$ cat config.mk
export PLATFORM = sky130hd
export DESIGN_NAME = cache_ctrl
export DESIGN_NICKNAME = d
export VERILOG_FILES = /design/src/common/mem_sys_pkg.sv /design/src/cache/cache_ctrl.sv
export SDC_FILE = /design/constraint.sdc
export NUM_CORES = 1
export LEC_CHECK = 0
export BUFFER_PORTS_ARGS = -buffer_cell sky130_fd_sc_hd__buf_2
export CORE_ASPECT_RATIO = 0.6
export CORE_MARGIN = 2
export CORE_UTILIZATION = 38
export CTS_BUF_LIST = sky130_fd_sc_hd__clkbuf_8
export CTS_CLUSTER_SIZE = 8
export DETAILED_ROUTE_END_ITERATION = 16
export GPL_ROUTABILITY_DRIVEN = 0
export PLACE_DENSITY = 0.78
export SYNTH_ARGS = -nofsm -noshare
export SYNTH_HDL_FRONTEND = slang
export SYNTH_SLANG_ARGS = --single-unit
$ cat constraint.sdc
create_clock -name clk -period 2.5 [get_ports clk]
set_clock_uncertainty 0.05 [all_clocks]
set_input_delay 0.5 -clock clk [delete_from_list [all_inputs] [get_ports clk]]
set_output_delay 0.5 -clock clk [all_outputs]
set_load 0.1 [all_outputs]
$ cat src/common/mem_sys_pkg.sv
// Shared constants and controller state type for the two-way data cache
// Geometry is fixed: 16-bit byte addresses, 16-bit words, four words a line
// Offset bit 0 is the byte select and must be zero for any legal access
// Memory banks are selected by the word offset, so one line spans all banks

package mem_sys_pkg;

   // Address fields
   localparam int tag_w    = 5;
   localparam int index_w  = 8;
   localparam int offset_w = 3;
   localparam int word_w   = 16;
   localparam int addr_w   = 16;

   // Cache and memory geometry
   localparam int num_lines        = 256;
   localparam int words_per_line   = 4;
   localparam int num_banks        = 4;
   localparam int bank_busy_cycles = 4;
   localparam int mem_read_latency = 2;

   // Controller states
   typedef enum logic [3:0] {
      st_idle,
      st_compare,
      st_wb_write,
      st_wb_wait,
      st_fill_read,
      st_fill_wait,
      st_fill_install,
      st_done,
      st_err_done
   } ctrl_state_t;

endpackage

$ cat src/cache/cache_ctrl.sv
// Cache controller FSM: compare, write-back, refill, completion
// Accepts a request only in st_idle, stall is high in every other state
// Memory accesses are scheduled by cycle count, one bank per cycle in turn
// Misaligned address or rd with wr ends in st_err_done without touching the cache

`timescale 1ns/1ps

module cache_ctrl
   import mem_sys_pkg::*;
(
   input  logic                clk,
   input  logic                rst_n,
   input  logic [addr_w-1:0]   addr,
   input  logic [word_w-1:0]   data_in,
   input  logic                rd,
   input  logic                wr,
   input  logic                hit_any,
   input  logic                hit_0,
   input  logic                hit_1,
   input  logic                valid_0,
   input  logic                valid_1,
   input  logic                dirty_0,
   input  logic                dirty_1,
   input  logic [tag_w-1:0]    sel_tag,
   input  logic [word_w-1:0]   sel_data,
   input  logic [word_w-1:0]   mem_data,
   input  logic                victim,
   output logic                way_sel,
   output logic                comp_both,
   output logic [tag_w-1:0]    cache_tag,
   output logic [index_w-1:0]  cache_index,
   output logic [offset_w-1:0] cache_offset,
   output logic [word_w-1:0]   cache_wdata,
   output logic                cache_comp,
   output logic                cache_write,
   output logic                cache_valid_in,
   output logic [addr_w-1:0]   mem_addr,
   output logic [word_w-1:0]   mem_wdata,
   output logic                mem_rd,
   output logic                mem_wr,
   output logic [word_w-1:0]   resp_data,
   output logic                resp_load,
   output logic                done,
   output logic                stall,
   output logic                cache_hit,
   output logic                next_victim,
   output logic                err
);

   ctrl_state_t                 state;
   ctrl_state_t                 state_nxt;
   logic [tag_w-1:0]            req_tag;
   logic [index_w-1:0]          req_index;
   logic [offset_w-2:0]         req_word;
   logic [word_w-1:0]           req_data;
   logic                        req_wr;
   logic                        req_err;
   logic                        req_hit;
   logic                        repl_way;
   logic                        pick_way;
   logic                        pick_dirty;
   logic [offset_w-2:0]         cnt;
   logic [offset_w-2:0]         inst_cnt;
   logic [mem_read_latency-1:0] rd_pipe;
   logic                        fill_arrive;

   // Invalid way first, way 0 before way 1, else the victim bit
   assign pick_way    = !valid_0 ? 1'b0 : (!valid_1 ? 1'b1 : victim);
   assign pick_dirty  = pick_way ? dirty_1 : dirty_0;
   assign fill_arrive = rd_pipe[mem_read_latency-1];

   assign done        = (state == st_done) | (state == st_err_done);
   assign err         = (state == st_err_done);
   assign stall       = (state != st_idle);
   assign cache_hit   = (state == st_done) & req_hit;
   assign next_victim = done ? ~victim : victim;
   assign mem_wdata   = sel_data;

   always_ff @(posedge clk) begin
      if (state == st_idle && (rd || wr)) begin
         req_tag   <= addr[addr_w-1:addr_w-tag_w];
         req_index <= addr[offset_w+index_w-1:offset_w];
         req_word  <= addr[offset_w-1:1];
         req_data  <= data_in;
         req_wr    <= wr;
         req_err   <= addr[0] | (rd & wr);
      end
   end

   always_ff @(posedge clk or negedge rst_n) begin
      if (!rst_n) begin
         state    <= st_idle;
         cnt      <= '0;
         inst_cnt <= '0;
         rd_pipe  <= '0;
         req_hit  <= 1'b0;
         repl_way <= 1'b0;
      end else begin
         state   <= state_nxt;
         rd_pipe <= {rd_pipe[mem_read_latency-2:0], mem_rd};
         if (state == st_wb_write || state == st_fill_read) begin
            cnt <= cnt + 1'b1;
         end else begin
            cnt <= '0;
         end
         if (fill_arrive) begin
            inst_cnt <= inst_cnt + 1'b1;
         end else if (state == st_idle) begin
            inst_cnt <= '0;
         end
         if (state == st_compare) begin
            req_hit  <= hit_any & ~req_err;
            repl_way <= pick_way;
         end
      end
   end

   always_comb begin
      state_nxt = state;
      case (state)
         st_idle: begin
            if (rd || wr) begin
               state_nxt = st_compare;
            end
         end
         st_compare: begin
            if (req_err) begin
               state_nxt = st_err_done;
            end else if (hit_any) begin
               state_nxt = st_done;
            end else if (pick_dirty) begin
               state_nxt = st_wb_write;
            end else begin
               state_nxt = st_fill_read;
            end
         end
         st_wb_write: begin
            if (cnt == '1) begin
               state_nxt = st_wb_wait;
            end
         end
         st_wb_wait: state_nxt = st_fill_read;
         st_fill_read: begin
            if (cnt == '1) begin
               state_nxt = st_fill_wait;
            end
         end
         st_fill_wait: begin
            // Leave once the last refill word is written
            if (fill_arrive && inst_cnt == '1) begin
               state_nxt = st_fill_install;
            end
         end
         st_fill_install: state_nxt = st_done;
         default: state_nxt = st_idle;
      endcase
   end

   always_comb begin
      way_sel        = repl_way;
      comp_both      = 1'b0;
      cache_tag      = req_tag;
      cache_index    = req_index;
      cache_offset   = {req_word, 1'b0};
      cache_wdata    = req_data;
      cache_comp     = 1'b0;
      cache_write    = 1'b0;
      cache_valid_in = 1'b0;
      mem_addr       = {req_tag, req_index, cnt, 1'b0};
      mem_rd         = 1'b0;
      mem_wr         = 1'b0;
      resp_data      = req_wr ? req_data : sel_data;
      resp_load      = 1'b0;
      // Refill words land as they come back, even while reads are issued
      if (fill_arrive) begin
         cache_offset   = {inst_cnt, 1'b0};
         cache_wdata    = mem_data;
         cache_write    = 1'b1;
         cache_valid_in = 1'b1;
      end
      case (state)
         st_compare: begin
            way_sel     = hit_0 ? 1'b0 : hit_1;
            comp_both   = 1'b1;
            cache_comp  = ~req_err;
            cache_write = req_wr & ~req_err;
            resp_load   = hit_any & ~req_err;
         end
         st_wb_write: begin
            cache_offset = {cnt, 1'b0};
            mem_addr     = {sel_tag, req_index, cnt, 1'b0};
            mem_wr       = 1'b1;
         end
         st_fill_read: mem_rd = 1'b1;
         st_fill_install: begin
            cache_comp  = 1'b1;
            cache_write = req_wr;
            resp_load   = 1'b1;
         end
         default: begin
         end
      endcase
   end

endmodule

==> run summary <==
status -> finished, final reports clean
Slew HR -> 48.44%
P&R area growth vs syn -> 43.46%
GR Layer Usage met2 -> 26.42%
final HPWL from detailed placement -> 4945 um
Core Box Area -> 6193 um^2
Vias per Instance -> 4.656
CTS Buffer Depth -> 2
post-synthesis cell type count -> 42
CTS tree -> done
largest net degree at the start of global routing -> 25
CTS Buf Count -> 5
Seq/Total Area, Yosys -> 52.52%
crit end category -> output port
Period minus WS final -> 2.416 ns
vias -> 1960
hold crit path type -> input pin to async pin
EDFF count, synth -> 33
Die W -> 107.8 um
port bufs -> 171
FF-to-FF End -> req_data[6]
Slew @ Worst Pin -> 0.7734 ns
layout cell share with drive strength beyond 1 -> 72.40%
H-tree Lvls -> 2
Syn Inst Count -> 186
hold_buf cts -> 0
Row Count -> 22
total of max-cap violations -> 0
initial core utilization -> 39.70%
worst reg-to-reg path cell count -> 4
total congestion overflow -> 0
antenna viol nets, final -> 0
syn_area_per_cell -> 13.22 um^2
asr flop ratio synth -> 26.67%
mapped cell area -> 2459 um^2
Total Routing Usage GR -> 16.97%
Slew Viols, Final -> 0
GR peak layer -> met2
DRT Wirelength -> 6159 um
DR iter-0 viols -> 113
Critical Path RT -> 1.95 ns
clk_lat worst skew -> 0.29 ns
r2r setup slk -> 0.84 ns
initial antenna violation count -> 0
Layout Nets -> 419
Max FO, Critical Path -> 11
worst hold margin -> 0.02321 ns
GRT met3 Usage -> 7.094%
RSZ-0062 raised after global routing -> false
DRC -> 0
critical path data arrival time -> 1.87 ns
Finish-stage setup viols -> 0
Hold Vio Cnt, Final -> 0
grt met1 use -> 22.24%
crit share post-route -> 96.64%
commonest cells in the netlist -> edfxtp_1 (33), mux2_2 (33), buf_4 (26)
CP Launch Point -> state[1]
Yosys reg bits -> 45
top_reg_cell synth -> edfxtp_1
Reg-to-Reg Start -> state[1]
vias in the first global route -> 1879
cell taking the most area after synthesis -> edfxtp_1
WS Path Type -> flop to output port
first-pass GRT wire length -> 9135 um
Synth top area share -> 40.31%
diode count -> 0
Startpoint Class -> flop
largest cells by area after synthesis -> edfxtp_1 (40%), mux2_2 (15%), dfrtp_1 (12%)
clk slew on worst S/H paths -> 0.09 ns
drt first pass iters -> 4
fillcell total -> 547
routed wire length per instance -> 14.63 um
Ys Warns -> 0
DIE AREA -> 7150 um^2
clock sinks -> 45
die height -> 66.31 um
# IOs -> 174
Max Clk Rate -> 413.9 MHz
CTS Root Cell -> clkbuf_8
-- cells by family after synthesis --
kind of cell    share of synthesized area (%)
compound gates                          6.158
xor+xnor                               0.7126
fa+ha+maj                               1.018
buf+inv                                 11.04
flops                                   52.52
mux                                     18.78
other cells                            0.1525
simple gates                            9.618
-- worst max-delay path by stage --
| stage | end | cells after the start |
|---|---|---|
| 6_report | mem_addr[15] | 5 |
| 5_1_grt | mem_addr[15] | 5 |
| 4_1_cts | cache_comp | 4 |
| 3_5_place_dp | cache_write | 5 |
| 3_3_place_gp | mem_addr[15] | 5 |
| 2_1_floorplan | next_victim | 4 |
-- metal layers --
layer	vias up	wire length, um
met5	-	0
met4	0	19
met3	2	736
met2	108	2796
met1	906	2607
li1	944	-
-- registers in the layout, indices dropped and copies added, names as in the netlist --
name	cells
cache_index	8
cache_tag	5
cnt	2
inst_cnt	2
rd_pipe	2
repl_way	1
req_data	16
req_err	1
req_hit	1
req_word	2
req_wr	1
state	4
-- placed cells by master, fill, tap and decap left out, types with 2 or more instances in the layout --
cell / count
mux2i_1: 3
conb_1: 2
nand3b_1: 2
dfrtp_2: 4
nand2_2: 2
buf_2: 159
nor2_1: 5
mux2_2: 33
nand2_1: 11
nor2b_1: 2
inv_1: 2
nand3_1: 2
edfxtp_1: 33
o21ai_0: 3
mux2_4: 4
clkbuf_8: 5
nand2b_1: 2
buf_12: 9
o21ai_4: 2
o21a_1: 2
dfrtp_1: 8
o21ai_2: 2
buf_4: 7
ha_1: 2
a31oi_1: 3
-- timing repair --
action | 4_1_cts | 5_1_grt
setup endpoints to repair | 8 | 6
pin swaps | 0 | 0
setup buffers | 0 | 2
gates resized for setup | 5 | 2
-- critical path, stage by stage, from the launching register on --
cell	delay (ns)
dfrtp_2	0.55
nand2b_4	0.09
nor3_2	0.20
buf_12	0.19
mux2_2	0.37
buf_12	0.17
-- stage by stage --
| stage | setup TNS (ns) | util [%] | worst slack (ns) | cell area (um^2) | std cells |
|---|---|---|---|---|---|
| after floorplan | -0.8750 | - | -0.7215 | 2530 | 187 |
| after global placement | 0 | 54.67 | 0.3144 | 3386 | 411 |
| after detailed placement | 0 | 54.67 | 0.2500 | 3386 | 411 |
| after CTS | 0 | 56.65 | 0.01684 | 3508 | 419 |
| after global routing | 0 | 56.95 | 0.003823 | 3527 | 421 |
| final | 0 | 56.95 | 0.08412 | 3527 | 421 |
-- area by class of cell --
cell class                      count  area [um^2]  share of cell area, %
Clock inverter                      3        43.79                  1.242
Sequential cell                    45         1296                  36.75
Multi-Input combinational cell    105        962.2                  27.28
Timing Repair Buffer              176         1036                  29.37
Clock buffer                        5        68.82                  1.951
Tap cell                           84        105.1                  2.980
Inverter                            3        15.01                 0.4257
Power is left out: the tool's default activity adds up to more than one toggle a clock period on the data nets, which glitch-free logic cannot reach.
